--- config.mk ---
export PLATFORM = sky130hd
export DESIGN_NAME = clint_subsystem
export DESIGN_NICKNAME = d
export VERILOG_FILES = /design/src/rtl/soc_map_pkg.sv /design/src/rtl/hart_ctrl_pkg.sv /design/src/rtl/mtime_counter.sv /design/src/rtl/clint_addr_decoder.sv /design/src/rtl/hart_timer_slice.sv /design/src/rtl/hart_irq_collector.sv /design/src/rtl/clint_subsystem.sv
export SDC_FILE = /design/constraint.sdc
export NUM_CORES = 1
export LEC_CHECK = 0
export ABC_AREA = 1
export BUFFER_PORTS_ARGS = -buffer_cell sky130_fd_sc_hd__clkbuf_2
export CORE_MARGIN = 1
export CORE_UTILIZATION = 42
export DETAILED_ROUTE_END_ITERATION = 8
export PLACE_DENSITY = 0.55
export SLEW_MARGIN = 25
export SYNTH_ARGS = -nofsm -noshare
export SYNTH_HDL_FRONTEND = slang
export SYNTH_HIERARCHICAL = 1
export SYNTH_SLANG_ARGS = --single-unit
export TNS_END_PERCENT = 30
--- constraint.sdc ---
create_clock -name clk_i -period 4.5 [get_ports clk_i]
set_input_delay 0.45 -clock clk_i [delete_from_list [all_inputs] [get_ports clk_i]]
set_output_delay 0.45 -clock clk_i [all_outputs]
set_load 0.01 [all_outputs]
--- src/rtl/soc_map_pkg.sv ---
// Register map of the hart timer block; regions are half-open, address bits [2:0] are ignored
package soc_map_pkg;

  localparam int unsigned AddrWidth  = 32;
  localparam int unsigned NumRegions = 3;

  // ------------------------------------------------------------
  // Region bases and per-hart strides
  // ------------------------------------------------------------
  localparam logic [AddrWidth-1:0] MsipBase       = 32'h0000_0000;
  localparam int unsigned          MsipStride     = 8;
  localparam logic [AddrWidth-1:0] MtimecmpBase   = 32'h0000_4000;
  localparam int unsigned          MtimecmpStride = 8;
  localparam logic [AddrWidth-1:0] MtimeBase      = 32'h0000_BFF8;

  typedef enum logic [1:0] {
    MSIP     = 2'd0,
    MTIMECMP = 2'd1,
    MTIME    = 2'd2
  } region_e;

  // End address is exclusive
  typedef struct packed {
    logic [AddrWidth-1:0] start_addr;
    logic [AddrWidth-1:0] end_addr;
    region_e              idx;
  } addr_rule_t;

  // msip and mtimecmp keep the full CLINT window, unused hart slots miss
  localparam addr_rule_t AddrMap [NumRegions] = '{
    '{
      start_addr: MsipBase,
      end_addr:   MtimecmpBase,
      idx:        MSIP
    },
    '{
      start_addr: MtimecmpBase,
      end_addr:   MtimeBase,
      idx:        MTIMECMP
    },
    '{
      start_addr: MtimeBase,
      end_addr:   MtimeBase + 32'd8,
      idx:        MTIME
    }
  };

endpackage

--- src/rtl/hart_ctrl_pkg.sv ---
// Hart count and widths; TimeWidth must not exceed DataWidth, NumHarts at least 1
package hart_ctrl_pkg;

  localparam int unsigned NumHarts = 4;

  localparam int unsigned HartIdxWidth = (NumHarts > 1) ? $clog2(NumHarts) : 1;

  // ------------------------------------------------------------
  // Data path
  // ------------------------------------------------------------
  localparam int unsigned DataWidth = 64;
  localparam int unsigned TimeWidth = 64;

  // No timer interrupt until software programs a compare value
  localparam logic [TimeWidth-1:0] MtimecmpReset = {TimeWidth{1'b1}};

  // ------------------------------------------------------------
  // Debug request hold-off
  // ------------------------------------------------------------
  // Gives the harts time to run init code before the first halt
  localparam int unsigned DebugDelayCycles = 64;
  localparam int unsigned DebugCntWidth    = $clog2(DebugDelayCycles + 1);

endpackage

--- src/rtl/mtime_counter.sv ---
// rtc_i must be slower than clk_i/4 so that every level is seen by the two-flop synchronizer
`timescale 1ns/1ps

module mtime_counter
  import hart_ctrl_pkg::*;
(
  input  logic                 clk_i,
  input  logic                 ndmreset_n,
  input  logic                 rtc_i,
  input  logic                 mtime_we_i,
  input  logic [DataWidth-1:0] wdata_i,
  output logic [TimeWidth-1:0] mtime_o
);

  // [1:0] synchronizer, [2] previous sample for edge detect
  logic [2:0]           rtc_sync_q;
  logic                 rtc_rise;
  logic                 rtc_div_q;
  logic                 mtime_tick;
  logic [TimeWidth-1:0] mtime_q;

  always_ff @(posedge clk_i or negedge ndmreset_n) begin : p_rtc_sync
    if (!ndmreset_n) begin
      rtc_sync_q <= '0;
    end else begin
      rtc_sync_q <= {rtc_sync_q[1:0], rtc_i};
    end
  end

  assign rtc_rise = rtc_sync_q[1] & ~rtc_sync_q[2];

  // Divide by two, tick on every second edge
  always_ff @(posedge clk_i or negedge ndmreset_n) begin : p_rtc_div
    if (!ndmreset_n) begin
      rtc_div_q <= 1'b0;
    end else if (rtc_rise) begin
      rtc_div_q <= ~rtc_div_q;
    end
  end

  assign mtime_tick = rtc_rise & rtc_div_q;

  // Bus write has priority over the tick
  always_ff @(posedge clk_i or negedge ndmreset_n) begin : p_mtime
    if (!ndmreset_n) begin
      mtime_q <= '0;
    end else if (mtime_we_i) begin
      mtime_q <= wdata_i[TimeWidth-1:0];
    end else if (mtime_tick) begin
      mtime_q <= mtime_q + 1'b1;
    end
  end

  assign mtime_o = mtime_q;

  a_mtime_monotonic: assert property (
    @(posedge clk_i) disable iff (!ndmreset_n)
    !$past(mtime_we_i) |-> (mtime_o >= $past(mtime_o))
  );

endmodule

--- src/rtl/clint_addr_decoder.sv ---
// Purely combinational; hart slots past NumHarts inside a region are reported as a miss
`timescale 1ns/1ps

module clint_addr_decoder
  import soc_map_pkg::*;
  import hart_ctrl_pkg::*;
(
  input  logic                 req_i,
  input  logic                 we_i,
  input  logic [AddrWidth-1:0] addr_i,
  output logic [NumHarts-1:0]  msip_sel_o,
  output logic [NumHarts-1:0]  cmp_sel_o,
  output logic                 mtime_sel_o,
  output logic                 write_o,
  output logic                 read_o,
  output logic                 miss_o
);

  logic [AddrWidth-1:0]    word_addr;
  logic                    hit;
  region_e                 region;
  logic [AddrWidth-1:0]    rel_addr;
  logic [AddrWidth-1:0]    slot;
  logic [HartIdxWidth-1:0] hart_idx;
  logic                    mapped;

  // Whole 64-bit words only
  assign word_addr = {addr_i[AddrWidth-1:3], 3'b000};

  always_comb begin : p_match
    hit      = 1'b0;
    region   = MSIP;
    rel_addr = '0;
    for (int unsigned i = 0; i < NumRegions; i++) begin
      if (!hit && word_addr >= AddrMap[i].start_addr && word_addr < AddrMap[i].end_addr) begin
        hit      = 1'b1;
        region   = AddrMap[i].idx;
        rel_addr = word_addr - AddrMap[i].start_addr;
      end
    end
  end

  always_comb begin : p_slot
    case (region)
      MSIP:     slot = rel_addr / MsipStride;
      MTIMECMP: slot = rel_addr / MtimecmpStride;
      default:  slot = '0;
    endcase
  end

  assign hart_idx = slot[HartIdxWidth-1:0];
  assign mapped   = hit && (slot < NumHarts);

  always_comb begin : p_select
    msip_sel_o  = '0;
    cmp_sel_o   = '0;
    mtime_sel_o = 1'b0;
    if (req_i && mapped) begin
      case (region)
        MSIP:     msip_sel_o[hart_idx] = 1'b1;
        MTIMECMP: cmp_sel_o[hart_idx]  = 1'b1;
        default:  mtime_sel_o          = 1'b1;
      endcase
    end
  end

  assign write_o = req_i & we_i & mapped;
  assign read_o  = req_i & ~we_i & mapped;
  assign miss_o  = req_i & ~mapped;

  a_sel_onehot: assert final ($onehot0({msip_sel_o, cmp_sel_o, mtime_sel_o, miss_o}));

endmodule

--- src/rtl/hart_timer_slice.sv ---
// One hart; full-word writes only, msip is bit 0 of the word and reads back zero-extended
`timescale 1ns/1ps

module hart_timer_slice
  import hart_ctrl_pkg::*;
(
  input  logic                 clk_i,
  input  logic                 ndmreset_n,
  input  logic                 msip_sel_i,
  input  logic                 cmp_sel_i,
  input  logic                 write_i,
  input  logic [DataWidth-1:0] wdata_i,
  input  logic [TimeWidth-1:0] mtime_i,
  output logic [DataWidth-1:0] rdata_o,
  output logic                 timer_irq_o,
  output logic                 ipi_o
);

  logic                 msip_q;
  logic [TimeWidth-1:0] cmp_q;
  logic                 cmp_hit;
  logic                 timer_irq_q;
  logic                 ipi_q;

  // ------------------------------------------------------------
  // Registers
  // ------------------------------------------------------------
  always_ff @(posedge clk_i or negedge ndmreset_n) begin : p_regs
    if (!ndmreset_n) begin
      msip_q <= 1'b0;
      cmp_q  <= MtimecmpReset;
    end else if (write_i) begin
      if (msip_sel_i) begin
        msip_q <= wdata_i[0];
      end
      if (cmp_sel_i) begin
        cmp_q <= wdata_i[TimeWidth-1:0];
      end
    end
  end

  // ------------------------------------------------------------
  // Interrupts
  // ------------------------------------------------------------
  assign cmp_hit = (mtime_i >= cmp_q);

  always_ff @(posedge clk_i or negedge ndmreset_n) begin : p_irq
    if (!ndmreset_n) begin
      timer_irq_q <= 1'b0;
      ipi_q       <= 1'b0;
    end else begin
      timer_irq_q <= cmp_hit;
      ipi_q       <= msip_q;
    end
  end

  assign timer_irq_o = timer_irq_q;
  assign ipi_o       = ipi_q;

  // Zero unless selected, so the collector can OR all slices
  always_comb begin : p_rdata
    rdata_o = '0;
    if (msip_sel_i) begin
      rdata_o = {{(DataWidth-1){1'b0}}, msip_q};
    end else if (cmp_sel_i) begin
      rdata_o = DataWidth'(cmp_q);
    end
  end

  a_no_stale_irq: assert property (
    @(posedge clk_i) disable iff (!ndmreset_n)
    (mtime_i < cmp_q) |=> !timer_irq_o
  );

endmodule

--- src/rtl/hart_irq_collector.sv ---
// Response comes one cycle after the request; rdata_o is only meaningful while rvalid_o is high
`timescale 1ns/1ps

module hart_irq_collector
  import hart_ctrl_pkg::*;
(
  input  logic                                clk_i,
  input  logic                                ndmreset_n,
  input  logic                                read_i,
  input  logic                                miss_i,
  input  logic                                mtime_sel_i,
  input  logic [NumHarts-1:0][DataWidth-1:0]  slice_rdata_i,
  input  logic [TimeWidth-1:0]                mtime_i,
  input  logic [NumHarts-1:0]                 debug_req_i,
  output logic [DataWidth-1:0]                rdata_o,
  output logic                                rvalid_o,
  output logic                                decode_err_o,
  output logic [NumHarts-1:0]                 debug_req_o
);

  logic                     resp_d;
  logic [DataWidth-1:0]     rdata_d;
  logic [DataWidth-1:0]     rdata_q;
  logic                     rvalid_q;
  logic                     decode_err_q;
  logic [DebugCntWidth-1:0] dly_cnt_q;

  // ------------------------------------------------------------
  // Read response
  // ------------------------------------------------------------
  // A miss answers on writes too, with zero data
  assign resp_d = read_i | miss_i;

  always_comb begin : p_rdata_or
    rdata_d = '0;
    for (int unsigned h = 0; h < NumHarts; h++) begin
      rdata_d = rdata_d | slice_rdata_i[h];
    end
    if (mtime_sel_i) begin
      rdata_d = rdata_d | DataWidth'(mtime_i);
    end
  end

  always_ff @(posedge clk_i) begin : p_rdata
    if (resp_d) begin
      rdata_q <= rdata_d;
    end
  end

  always_ff @(posedge clk_i or negedge ndmreset_n) begin : p_resp
    if (!ndmreset_n) begin
      rvalid_q     <= 1'b0;
      decode_err_q <= 1'b0;
    end else begin
      rvalid_q     <= resp_d;
      decode_err_q <= miss_i;
    end
  end

  assign rdata_o      = rdata_q;
  assign rvalid_o     = rvalid_q;
  assign decode_err_o = decode_err_q;

  // ------------------------------------------------------------
  // Debug request gate
  // ------------------------------------------------------------
  always_ff @(posedge clk_i or negedge ndmreset_n) begin : p_dly_cnt
    if (!ndmreset_n) begin
      dly_cnt_q <= DebugCntWidth'(DebugDelayCycles);
    end else if (dly_cnt_q != '0) begin
      dly_cnt_q <= dly_cnt_q - 1'b1;
    end
  end

  assign debug_req_o = (dly_cnt_q != '0) ? '0 : debug_req_i;

  a_rvalid_b2b: assert property (
    @(posedge clk_i) disable iff (!ndmreset_n)
    (rvalid_o && $past(rvalid_o)) |-> ($past(resp_d) && $past(resp_d, 2))
  );

  a_err_b2b: assert property (
    @(posedge clk_i) disable iff (!ndmreset_n)
    (decode_err_o && $past(decode_err_o)) |-> ($past(miss_i) && $past(miss_i, 2))
  );

endmodule

--- src/rtl/clint_subsystem.sv ---
// Plain strobe bus without back-pressure; every request is taken in the cycle req_i is high
`timescale 1ns/1ps

module clint_subsystem
  import soc_map_pkg::*;
  import hart_ctrl_pkg::*;
(
  input  logic                 clk_i,
  input  logic                 ndmreset_n,
  input  logic                 req_i,
  input  logic                 we_i,
  input  logic [AddrWidth-1:0] addr_i,
  input  logic [DataWidth-1:0] wdata_i,
  input  logic                 rtc_i,
  input  logic [NumHarts-1:0]  debug_req_i,
  output logic [DataWidth-1:0] rdata_o,
  output logic                 rvalid_o,
  output logic                 decode_err_o,
  output logic [NumHarts-1:0]  timer_irq_o,
  output logic [NumHarts-1:0]  ipi_o,
  output logic [NumHarts-1:0]  debug_req_o
);

  logic [NumHarts-1:0]                msip_sel;
  logic [NumHarts-1:0]                cmp_sel;
  logic                               mtime_sel;
  logic                               write;
  logic                               read;
  logic                               miss;
  logic [TimeWidth-1:0]               mtime;
  logic [NumHarts-1:0][DataWidth-1:0] slice_rdata;

  // ------------------------------------------------------------
  // Address decode
  // ------------------------------------------------------------
  clint_addr_decoder i_decoder (
    .req_i       ( req_i     ),
    .we_i        ( we_i      ),
    .addr_i      ( addr_i    ),
    .msip_sel_o  ( msip_sel  ),
    .cmp_sel_o   ( cmp_sel   ),
    .mtime_sel_o ( mtime_sel ),
    .write_o     ( write     ),
    .read_o      ( read      ),
    .miss_o      ( miss      )
  );

  // ------------------------------------------------------------
  // Real-time counter
  // ------------------------------------------------------------
  mtime_counter i_mtime (
    .clk_i      ( clk_i             ),
    .ndmreset_n ( ndmreset_n        ),
    .rtc_i      ( rtc_i             ),
    .mtime_we_i ( write & mtime_sel ),
    .wdata_i    ( wdata_i           ),
    .mtime_o    ( mtime             )
  );

  // ------------------------------------------------------------
  // Per-hart registers
  // ------------------------------------------------------------
  for (genvar h = 0; h < NumHarts; h++) begin : g_hart
    hart_timer_slice i_slice (
      .clk_i       ( clk_i          ),
      .ndmreset_n  ( ndmreset_n     ),
      .msip_sel_i  ( msip_sel[h]    ),
      .cmp_sel_i   ( cmp_sel[h]     ),
      .write_i     ( write          ),
      .wdata_i     ( wdata_i        ),
      .mtime_i     ( mtime          ),
      .rdata_o     ( slice_rdata[h] ),
      .timer_irq_o ( timer_irq_o[h] ),
      .ipi_o       ( ipi_o[h]       )
    );
  end

  // Response path and debug gate
  hart_irq_collector i_collector (
    .clk_i         ( clk_i        ),
    .ndmreset_n    ( ndmreset_n   ),
    .read_i        ( read         ),
    .miss_i        ( miss         ),
    .mtime_sel_i   ( mtime_sel    ),
    .slice_rdata_i ( slice_rdata  ),
    .mtime_i       ( mtime        ),
    .debug_req_i   ( debug_req_i  ),
    .rdata_o       ( rdata_o      ),
    .rvalid_o      ( rvalid_o     ),
    .decode_err_o  ( decode_err_o ),
    .debug_req_o   ( debug_req_o  )
  );

endmodule

# After elaboration in Yosys (flattened, before gate mapping)
# Index checks and enable logic that the tools add are counted.
# totals
out_inout_bits	78
input_bits	105
regBits	409
# classes
eq_ne	1
n_reduce_logical	22
magnitude_cmp	13
n_addsub	4
n_mux	29
bitwise_logic	17
# op_table
cell	n
64-bit two-way mux	11
64-bit >= comparator	4
64-bit bitwise OR	4
32-bit two-way mux	3
64-bit by 1-bit adder with 64-bit output (second input constant)	1
32-bit by 16-bit < comparator with 1-bit output (second input constant)	2
32-bit by 1-bit >= comparator with 1-bit output (second input constant)	1
32-bit by 15-bit >= comparator with 1-bit output (second input constant)	1
32-bit by 16-bit >= comparator with 1-bit output (second input constant)	1
32-bit by 15-bit < comparator with 1-bit output (second input constant)	1
32-bit by 15-bit subtractor with 32-bit output (second input constant)	1
32-bit by 16-bit subtractor with 32-bit output (second input constant)	1
29-bit by 3-bit < comparator with 1-bit output (second input constant)	1
29-bit two-way mux	1
4-bit two-way mux	5
2-bit AND reduction	8
1-bit bitwise AND	8
1-bit logical AND	8
1-bit two-way mux	7
7-bit nonzero test	1
7-bit by 1-bit subtractor with 7-bit output (second input constant)	1
1-bit NOT	4
2-bit by 3-bit < comparator with 1-bit output (second input constant)	1
1-bit demux with 2-bit select	1
8 further kinds	9

# Longest topological paths before layout
# Gate-level depths: netlist of run 1.
# depth
ltp_word	27
ltp_mapped	22
ltp_nobuf	19

# By module
# Netlist of run 1, hierarchy kept.
# modules_own_cells
module	instances	seq_area_each_um2	area_per_inst_um2	cells_per_inst
hart_timer_slice	4	1756.7	4441.8	567
mtime_counter	1	1701.6	5144.9	807
hart_irq_collector	1	2148.3	3374.5	331
clint_addr_decoder	1	0.0	573.0	104
clint_subsystem	1	0.0	7.5	2

# Worst setup path after synthesis of run 1
# No wires, ideal clock.
# synth_path
path_type	input -> register
from	input port addr_i[14]
to	register i_mtime.mtime_q[15], in the netlist i_mtime/mtime_o[15]
arrival_ns	2.810
t_required_ns	4.413
path_stages	19
setup_slack_ns	1.603
path_cell_list	inv_1 > ha_1 > inv_2 > nand2_1 > nor2_1 > nor2_1 > nor2_1 > nand3_1 > nand2_1 > nand4_2 > buf_6 > nor2_2 > nand2_1 > inv_1 > buf_2 > clkbuf_1 > clkbuf_1 > nand2_1 > o211ai_1
# synth_between
word_cells_on_any_way	36
# synth_lines
item	line_no	source
start: declaration	clint_subsystem.sv:12	input logic [AddrWidth-1:0] addr_i,
32-bit by 1-bit >= comparator with 1-bit output / 32-bit by 15-bit < comparator with 1-bit output (equally long branches)	clint_addr_decoder.sv:35	if (!hit && word_addr >= AddrMap[i].start_addr && word_addr < AddrMap[i].end_addr) begin
1-bit logical AND	clint_addr_decoder.sv:35	
1-bit two-way mux	clint_addr_decoder.sv:35	
1-bit logical NOT	clint_addr_decoder.sv:35	
1-bit logical AND (2 in series)	clint_addr_decoder.sv:35	
1-bit two-way mux	clint_addr_decoder.sv:35	
1-bit logical NOT	clint_addr_decoder.sv:35	
1-bit logical AND (2 in series)	clint_addr_decoder.sv:35	
(+2 left out)	n/a	
2-bit OR reduction (no source line)	n/a	
29-bit two-way mux	clint_addr_decoder.sv:44	case (region)
29-bit by 3-bit < comparator with 1-bit output	clint_addr_decoder.sv:52	assign mapped = hit && (slot < NumHarts);
1-bit logical AND (*)	clint_addr_decoder.sv:52	
1-bit bitwise AND (*)	clint_addr_decoder.sv:67	assign write_o = req_i & we_i & mapped;
via write	clint_subsystem.sv:27	logic write;
1-bit bitwise AND (*)	clint_subsystem.sv:55	.mtime_we_i ( write & mtime_sel ),
64-bit two-way mux / 2-bit nonzero test (equally long branches)	n/a	
end signal: assignment	mtime_counter.sv:48	mtime_q <= wdata_i[TimeWidth-1:0];
end signal: assignment	mtime_counter.sv:50	mtime_q <= mtime_q + 1'b1;
end: declaration	mtime_counter.sv:20	logic [TimeWidth-1:0] mtime_q;
# Mark *: on every way through the listed nets, which the timed path passes. The rest lies on a longest branch.
# A chain may end at the register's enable or synchronous reset.

# Final worst setup path of run 1
# layout_path
from	input port addr_i[14]
to	register i_mtime.mtime_q[46], in the netlist i_mtime/mtime_o[46]
# The elaborated chain is that of the path after synthesis.

==> results.yml, run 1 <==
logic_synthesis:
  asyncSetResetFlopFracSynth_pct: 84.4
  synth.avg_cell_area_um2: 7.65
  cell_area_after_synthesis_um2: 26900
  synth_enable_flop_cells: 64
  synth.area.top_cells: "sky130_fd_sc_hd__dfstp_2 25%, sky130_fd_sc_hd__ha_1 12%, sky130_fd_sc_hd__nor2_1 11%"
  netlist_instances: 3512
  yosys.cell_types.count: 51
  area_share_of_the_largest_cell_type_after_synthesis_pct: 25.1
  synth-main-ff-cell: "sky130_fd_sc_hd__dfstp_2"
  synth_sequential_area_ratio_pct: 40.5
  post-synth-top-count-cell: "sky130_fd_sc_hd__nor2_1"
  synth-seq-cells: 409
  synth.top_cells.by_count: "764 x sky130_fd_sc_hd__nor2_1, 718 x sky130_fd_sc_hd__nand2_1, 401 x sky130_fd_sc_hd__inv_1"
  synth.net_count: 3879
  yosysTopAreaCell: "sky130_fd_sc_hd__dfstp_2"
  ys.warnings.count: 6
critical_path:
  critical_path_peak_fanout: 44
  worstSetupEndpointType: "flop"
  cp_cell_sequence: "clkbuf_2, inv_1, ha_1, inv_2, nand2_1, nor2_1, nor2_1, nor2_1, nand3_1, nand2_1, nand4_2, nor2_2, nand2_1, inv_2, inv_2, buf_4, nand2_1, inv_1, nand3_1, nand3_1"
  timing.rr.end: "i_mtime/mtime_o[46]"
  critical-path-top-delay-family: "buffers and inverters"
  delay_of_the_slowest_cell_on_the_worst_path_ns: 0.69
  crit_top_cell: "sky130_fd_sc_hd__nand2_1"
  crit-reg2reg-launch: "i_mtime/mtime_o[0]"
  criticalPathCategory: "primary input to flop"
  cp.buffers_inverters: 7
  critical_path_arrival_ns: 3.67
  worstRegToRegCells: 10
  cp-start-kind: "primary input"
  crit_required_ns: 5.05
  reg2reg_setup_slack_ns: 2.31
  slowest_stage: "sky130_fd_sc_hd__inv_1"
cells_and_area:
  finish.net_count: 4024
  area_overhead_of_the_layout_relative_to_synthesis_pct: 13.1
  final_core_utilization_pct: 48.1
  post_layout_nonfiller_instances: 4546
  final_layout_size_suffix_gt1_share_pct: 18.3
floorplanning:
  rows: 92
  die_x_um: 255
  coreArea_um2: 63200
  die_h_um: 255
  initial_core_utilization_pct: 42.5
  die_area_um2: 65000
  floorplan.io_pins: 183
clocking:
  cts_tree: "built"
  clk_pin_slew_worst_paths_ns: 0.06
  number_of_clock_buffers_inserted_by_tritoncts: 51
  cts_repair_resize_count: 0
  deepest_level_of_the_cts_h_tree: 2
  cts.sink_count: 409
  worst_skew_pair.late_latency_ns: 0.62
  ctsRootBufferMaster: "sky130_fd_sc_hd__clkbuf_16"
  cts_buffer_depth: 3
detailed_routing:
  routed_wire_length_per_instance_um: 16.6
  finalWirelength_um: 75400
  antenna_violating_nets_post_route: 0
  drc: 0
  detail_route.first_pass.iterations: 7
  total_number_of_vias: 22400
  vias_per_cell: 4.94
  drt_iter0_markers: 1458
pwr:
  power.density_cell_area_nw_per_um2: 303
  leakagePower_uw: 0.0173
  ir_worst_vdd_v: 0.000347
min_path:
  holdCritStartpoint: "req_i"
  min_path_type: "primary input to flop"
  timing.hold.worst_endpoint: "i_collector/decode_err_o"
  hold-path-cell-count: 3
global_routing:
  groute.layer.met3.usage_pct: 2.91
  antenna_found_initial: 1
  grt_pass1_vias: 21500
  maximum_number_of_pins_on_one_net_before_global_route_repair: 105
  gr-max-usage-layer: "met2"
  globalRouteOverflowTotal: 0
  grt_util_all_layers_pct: 23.6
  grt_util_met1_pct: 33.9
  grt_first_pass_wirelength_um: 121000
  gr-usage-met2_pct: 38.3
placement:
  placed_cells_incl_taps: 4448
  gpl.final_weighted_congestion: 0.956
  place_hpwl_um: 55500
  placement.io_buffers: 179
timing:
  timing.max_slew.rel_slack_pct: 39.2
  totalNegativeSetupSlack_ns: 0
  rsz0062_at_grt: "false"
  setup_viol: 0
  slew_worst_pin_ns: 0.911
  finalCritPeriodShare_pct: 69.2
  fin_worst_skew_ns: 0.0255
  fin_crit_ns: 3.11
  report.final.slew_viol_count: 0
  maxClockFrequency_ghz: 0.321
  finalHoldViolCount: 0
status:
  result_of_the_run: "finished clean"
run:
  timing.max_cap.violations: 0
[worst max-delay path by stage]
stage | endpoint | slack, ns | cells past startpoint | startpoint
4_1_cts | i_mtime/mtime_o[42] | 1.40 | 19 | addr_i[14]
6_report | i_mtime/mtime_o[46] | 1.39 | 20 | addr_i[14]
2_1_floorplan | i_mtime/mtime_o[15] | 1.60 | 19 | addr_i[14]
3_5_place_dp | i_mtime/mtime_o[42] | 0.74 | 19 | addr_i[14]
3_3_place_gp | i_mtime/mtime_o[42] | 0.80 | 19 | addr_i[14]
5_1_grt | i_mtime/mtime_o[25] | 1.01 | 19 | addr_i[14]
[cell usage in the layout (no fill, tap or decap), drive strengths merged, types with 88 or more instances in the layout]
cell type / n
inv: 415
a21oi: 365
dfrtp: 88
ha: 262
nand3: 110
dfstp: 257
nand2: 756
nor2: 826
clkbuf: 239
[registers in the layout (all words and copies together), names as in the netlist]
signal,cells
g_hart.i_slice/cmp_q,256
i_mtime/rtc_sync_q,3
i_collector/dly_cnt_q,7
i_collector/rdata_o,64
g_hart.i_slice/timer_irq_o,4
i_mtime/rtc_div_q,1
i_collector/decode_err_o,1
i_mtime/mtime_o,64
g_hart.i_slice/ipi_o,4
g_hart.i_slice/msip_q,4
i_collector/rvalid_o,1
[what timing repair did]
| item | CTS | global route |
|---|---|---|
| hold endpoints to repair | 12 | 0 |
| buffers inserted | 0 | 0 |
| endpoints found under the setup margin | 0 | 0 |
| hold buffers | 2 | 0 |
[per-layer routing]
metal  part of all wire, %  wire length [µm]  vias up
met5                     0                 0        -
met4                   1.5              1160        0
met3                   3.8              2900       74
met2                    45             34300      391
met1                    49             37100    10400
li1                      -                 -    11600
[where the power goes]
group	total, µW	leakage, µW	switching (µW)	internal [µW]
combinational	837	0.0120	545	292
clock	4270	0.000839	1710	2550
sequential	4110	0.00448	241	3870
total	9210	0.0173	2500	6710
[tightest hold or removal path, delay by kind of cell]
family / cells / cell delay [ns]
buf+inv: 2 / 0.14
simple gates: 1 / 0.06
[kinds of logic (layout without fill, tap and decap cells)]
| logic type | after synthesis | after routing | synth area share (%) |
|---|---|---|---|
| AO/OA/AOI/OAI | 474 | 474 | 9.52 |
| flip-flops | 409 | 409 | 40.5 |
| AND/OR/NAND/NOR | 1824 | 1824 | 29.4 |
| buffers and inverters | 525 | 712 | 7.81 |
| adder cells (fa/ha/maj) | 262 | 262 | 12.2 |
| XOR/XNOR | 18 | 18 | 0.587 |
| other | 0 | 1 | 0 |
[layout make-up]
cell class,instances,area (µm²)
Sequential cell,409,10900
Clock buffer,61,1360
Antenna cell,1,2.50
Multi-Input combinational cell,2578,13900
Fill cell,6299,32800
Clock inverter,34,368
Inverter,416,1560
Tap cell,846,1060
Timing Repair Buffer,201,1210
[stage by stage]
stage	power [µW]	worst slack (ns)	instance area [µm²]	hold slack, ns
after floorplan	4570	1.60	26900	0.154
after global placement	5000	0.797	28600	0.386
after detailed placement	5010	0.744	28600	0.387
after CTS	9340	1.40	30400	0.0756
after global routing	9640	1.01	30400	0.0946
final	9210	1.39	30400	0.0994
(Power assumes the default switching activity.)
==> inputs of run 2 (changes only) <==
--- a/config.mk
+++ b/config.mk
@@ -5,7 +5,7 @@
 export SDC_FILE = /design/constraint.sdc
 export NUM_CORES = 1
 export LEC_CHECK = 0
-export ABC_AREA = 1
+export ABC_AREA = 0
 export BUFFER_PORTS_ARGS = -buffer_cell sky130_fd_sc_hd__clkbuf_2
 export CORE_MARGIN = 1
 export CORE_UTILIZATION = 42
==> constraint.sdc (replaced) <==
create_clock -name clk_i -period 3.1 [get_ports clk_i]
set_input_delay 0.31 -clock clk_i [delete_from_list [all_inputs] [get_ports clk_i]]
set_output_delay 0.31 -clock clk_i [all_outputs]
set_load 0.01 [all_outputs]
==> results.yml, run 2 <==
logic_synthesis:
  synth.net_count: 2931
  yosys.cell_types.count: 70
  synth.avg_cell_area_um2: 10.1
  asyncSetResetFlopFracSynth_pct: 84.4
  synth.area.top_cells: "sky130_fd_sc_hd__dfstp_2 26%, sky130_fd_sc_hd__ha_1 13%, sky130_fd_sc_hd__mux2_2 11%"
  post-synth-top-count-cell: "sky130_fd_sc_hd__inv_1"
  synth-main-ff-cell: "sky130_fd_sc_hd__dfstp_2"
  synth_enable_flop_cells: 64
  area_share_of_the_largest_cell_type_after_synthesis_pct: 26.2
  synth-seq-cells: 409
  compound_cell_area_share_of_the_yosys_netlist_pct: 7.07
  synth_sequential_area_ratio_pct: 42.2
  post_synth_and_or_nand_nor_area_fraction_pct: 20.0
  synth_top_family_by_area: "simple AND/OR/NAND/NOR gates"
  adder_cell_share_of_the_synthesized_area_pct: 12.7
  yosysTopAreaCell: "sky130_fd_sc_hd__dfstp_2"
  synth_xor_area_share_pct: 1.39
  netlist_instances: 2564
  cell_area_after_synthesis_um2: 25800
  synth.top_cells.by_count: "268 x sky130_fd_sc_hd__inv_1, 262 x sky130_fd_sc_hd__ha_1, 261 x sky130_fd_sc_hd__mux2_2"
  synth_mux_area_share_pct: 11.5
  ys.warnings.count: 6
floorplanning:
  rows: 90
  die_h_um: 250
  die_x_um: 250
  coreArea_um2: 60500
  die_area_um2: 62400
  initial_core_utilization_pct: 42.6
  floorplan.io_pins: 183
timing:
  totalNegativeSetupSlack_ns: 0
  timing.max_slew.rel_slack_pct: 54.4
  fin_worst_skew_ns: 0.0231
  postLayoutSetupSlackWorst_ns: 0.0336
  rsz0062_at_grt: "false"
  slew_worst_pin_ns: 0.683
  report.final.slew_viol_count: 0
  finalCritPeriodShare_pct: 98.9
  maxClockFrequency_ghz: 0.326
  finalHoldViolCount: 0
  fin_crit_ns: 3.07
  setup_viol: 0
cells_and_area:
  area_of_the_multi_input_gates_um2: 13700
  finish.net_count: 3227
  max_flop_register: "g_hart.i_slice/cmp_q"
  area_overhead_of_the_layout_relative_to_synthesis_pct: 18.7
  final_common_cell: "sky130_fd_sc_hd__inv_1"
  max_reg_flops: 256
  final_layout_size_suffix_gt1_share_pct: 32.1
  seqCellArea_um2: 10900
  fillerInstances: 5612
  post_layout_nonfiller_instances: 3685
  layout.cells.most_common_list: "268 x sky130_fd_sc_hd__inv_1, 262 x sky130_fd_sc_hd__ha_1, 261 x sky130_fd_sc_hd__mux2_2"
detailed_routing:
  vias_per_cell: 5.47
  drt_iter0_markers: 998
  drc: 0
  routed_wire_length_per_instance_um: 21.1
  total_number_of_vias: 20200
  antenna_violating_nets_post_route: 0
  finalWirelength_um: 77800
  detail_route.first_pass.iterations: 6
critical_path:
  cp-start-kind: "flop"
  worstSetupEndpointType: "flop"
  critical_path_peak_fanout: 3
  criticalPathCategory: "flop to flop"
  crit_required_ns: 3.57
  critical_path_arrival_ns: 3.54
placement:
  placement.io_buffers: 179
  place_hpwl_um: 56700
  gpl.final_weighted_congestion: 0.892
  pre_cts_slack_ns: -0.303
  placed_cells_incl_taps: 3561
clocking:
  deepest_level_of_the_cts_h_tree: 2
  cts.sink_count: 409
  clk_pin_slew_worst_paths_ns: 0.06
  number_of_clock_buffers_inserted_by_tritoncts: 50
  cts_tree: "built"
  worst_skew_pair.late_latency_ns: 0.61
  cts_buffer_depth: 3
  ctsRootBufferMaster: "sky130_fd_sc_hd__clkbuf_16"
pwr:
  finalPower_uw: 14100
  leakagePower_uw: 0.0130
  power.density_cell_area_nw_per_um2: 460
  ir_worst_vdd_v: 0.000387
min_path:
  min_path_type: "primary input to flop"
global_routing:
  grt_pass1_vias: 20500
  grt_util_all_layers_pct: 25.1
  globalRouteOverflowTotal: 0
  antenna_found_initial: 3
  grt_first_pass_wirelength_um: 121000
  maximum_number_of_pins_on_one_net_before_global_route_repair: 80
status:
  result_of_the_run: "finished clean"
run:
  timing.max_cap.violations: 0
==> run 2: cell types whose count changed in the layout (fill, tap and decap cells not counted), sizes merged, moves of 27 or more <==
cell         change
dlygate4sd3     +27
a21oi          -269
nand3           -57
inv            -145
nor2           -754
nand4           +31
nor4            +27
nand2          -501
o21ai           +45
mux2           +262
or3             +27
and2           +259
buf             +98
==> run 2: what timing repair did <==
item | in CTS | in global routing
hold buffers | 29 | 0
buffers inserted | 0 | 0
hold endpoints to repair | 106 | 0
endpoints found under the setup margin | 1 | 2
resized for setup | 2 | 2
==> run 2: report_power, final <==
group | switching, µW | internal (µW)
clock | 2380 | 3450
sequential | 325 | 5640
combinational | 1370 | 931
==> run 2: cells by family (layout without fill, tap and decap cells) <==
group                    count (synthesis)  in the layout
flip-flops                             409            409
AND/OR/NAND/NOR                        936            936
adder cells (fa/ha/maj)                262            262
buffers and inverters                  351            688
multiplexers                           264            264
XOR/XNOR                                41             41
AO/OA/AOI/OAI                          301            301
other                                    0              2
==> run 2: worst max-delay path, stage by stage (launching register included) <==
cell and delay, ns:
sky130_fd_sc_hd__dfstp_2 0.54, sky130_fd_sc_hd__inv_1 0.05, sky130_fd_sc_hd__ha_1 0.30, sky130_fd_sc_hd__nand4_1 0.23, sky130_fd_sc_hd__or4_1 0.65, sky130_fd_sc_hd__or3_1 0.39, sky130_fd_sc_hd__or4_1 0.53, sky130_fd_sc_hd__o21ai_1 0.26
==> run 2: routing by layer <==
metal  routed length (µm)  global-route usage [%]  up-vias  part of all wire (%)
met5                   15                       0        -                 0.019
met4                 2260                    8.36        2                   2.9
met3                 2760                    2.87      125                   3.5
met2                38300                    43.6      407                    49
met1                34500                    32.4     9981                    44
li1                     -                       -     9640                     -
==> run 2: worst paths after layout <==
check	start	endpoint	slack [ns]	cells past startpoint
min in group asynchronous	ndmreset_n	i_mtime/mtime_o[17]	0.33	2
worst min-delay path	wdata_i[9]	i_mtime/mtime_o[9]	0.03	3
max in group asynchronous	ndmreset_n	g_hart[3].i_slice/cmp_q[40]	1.79	3
worst max register to register	g_hart[2].i_slice/cmp_q[59]	g_hart[2].i_slice/timer_irq_o	0.03	7
worst max-delay path	g_hart[2].i_slice/cmp_q[59]	g_hart[2].i_slice/timer_irq_o	0.03	7
worst min register to register	g_hart[3].i_slice/msip_q	g_hart[3].i_slice/ipi_o	0.41	0
==> run 2: cell type report <==
type	instances	area share [%]
well taps	782	3.20
clock buffers	80	4.88
inverters	269	3.30
repair buffers	326	8.03
multi-input cells	1804	44.6
clock inverters	13	0.397
diodes	2	0.0164
flip-flops and latches	409	35.5
==> run 2: metrics by stage <==
step	hold slack [ns]	area, µm²	util (%)
after global routing	0.0254	30600	50.6
after floorplan	0.0144	25800	-
after CTS	0.000755	30600	50.6
final	0.0260	30600	50.6
after global placement	0.373	28700	47.4
after detailed placement	0.375	28700	47.4
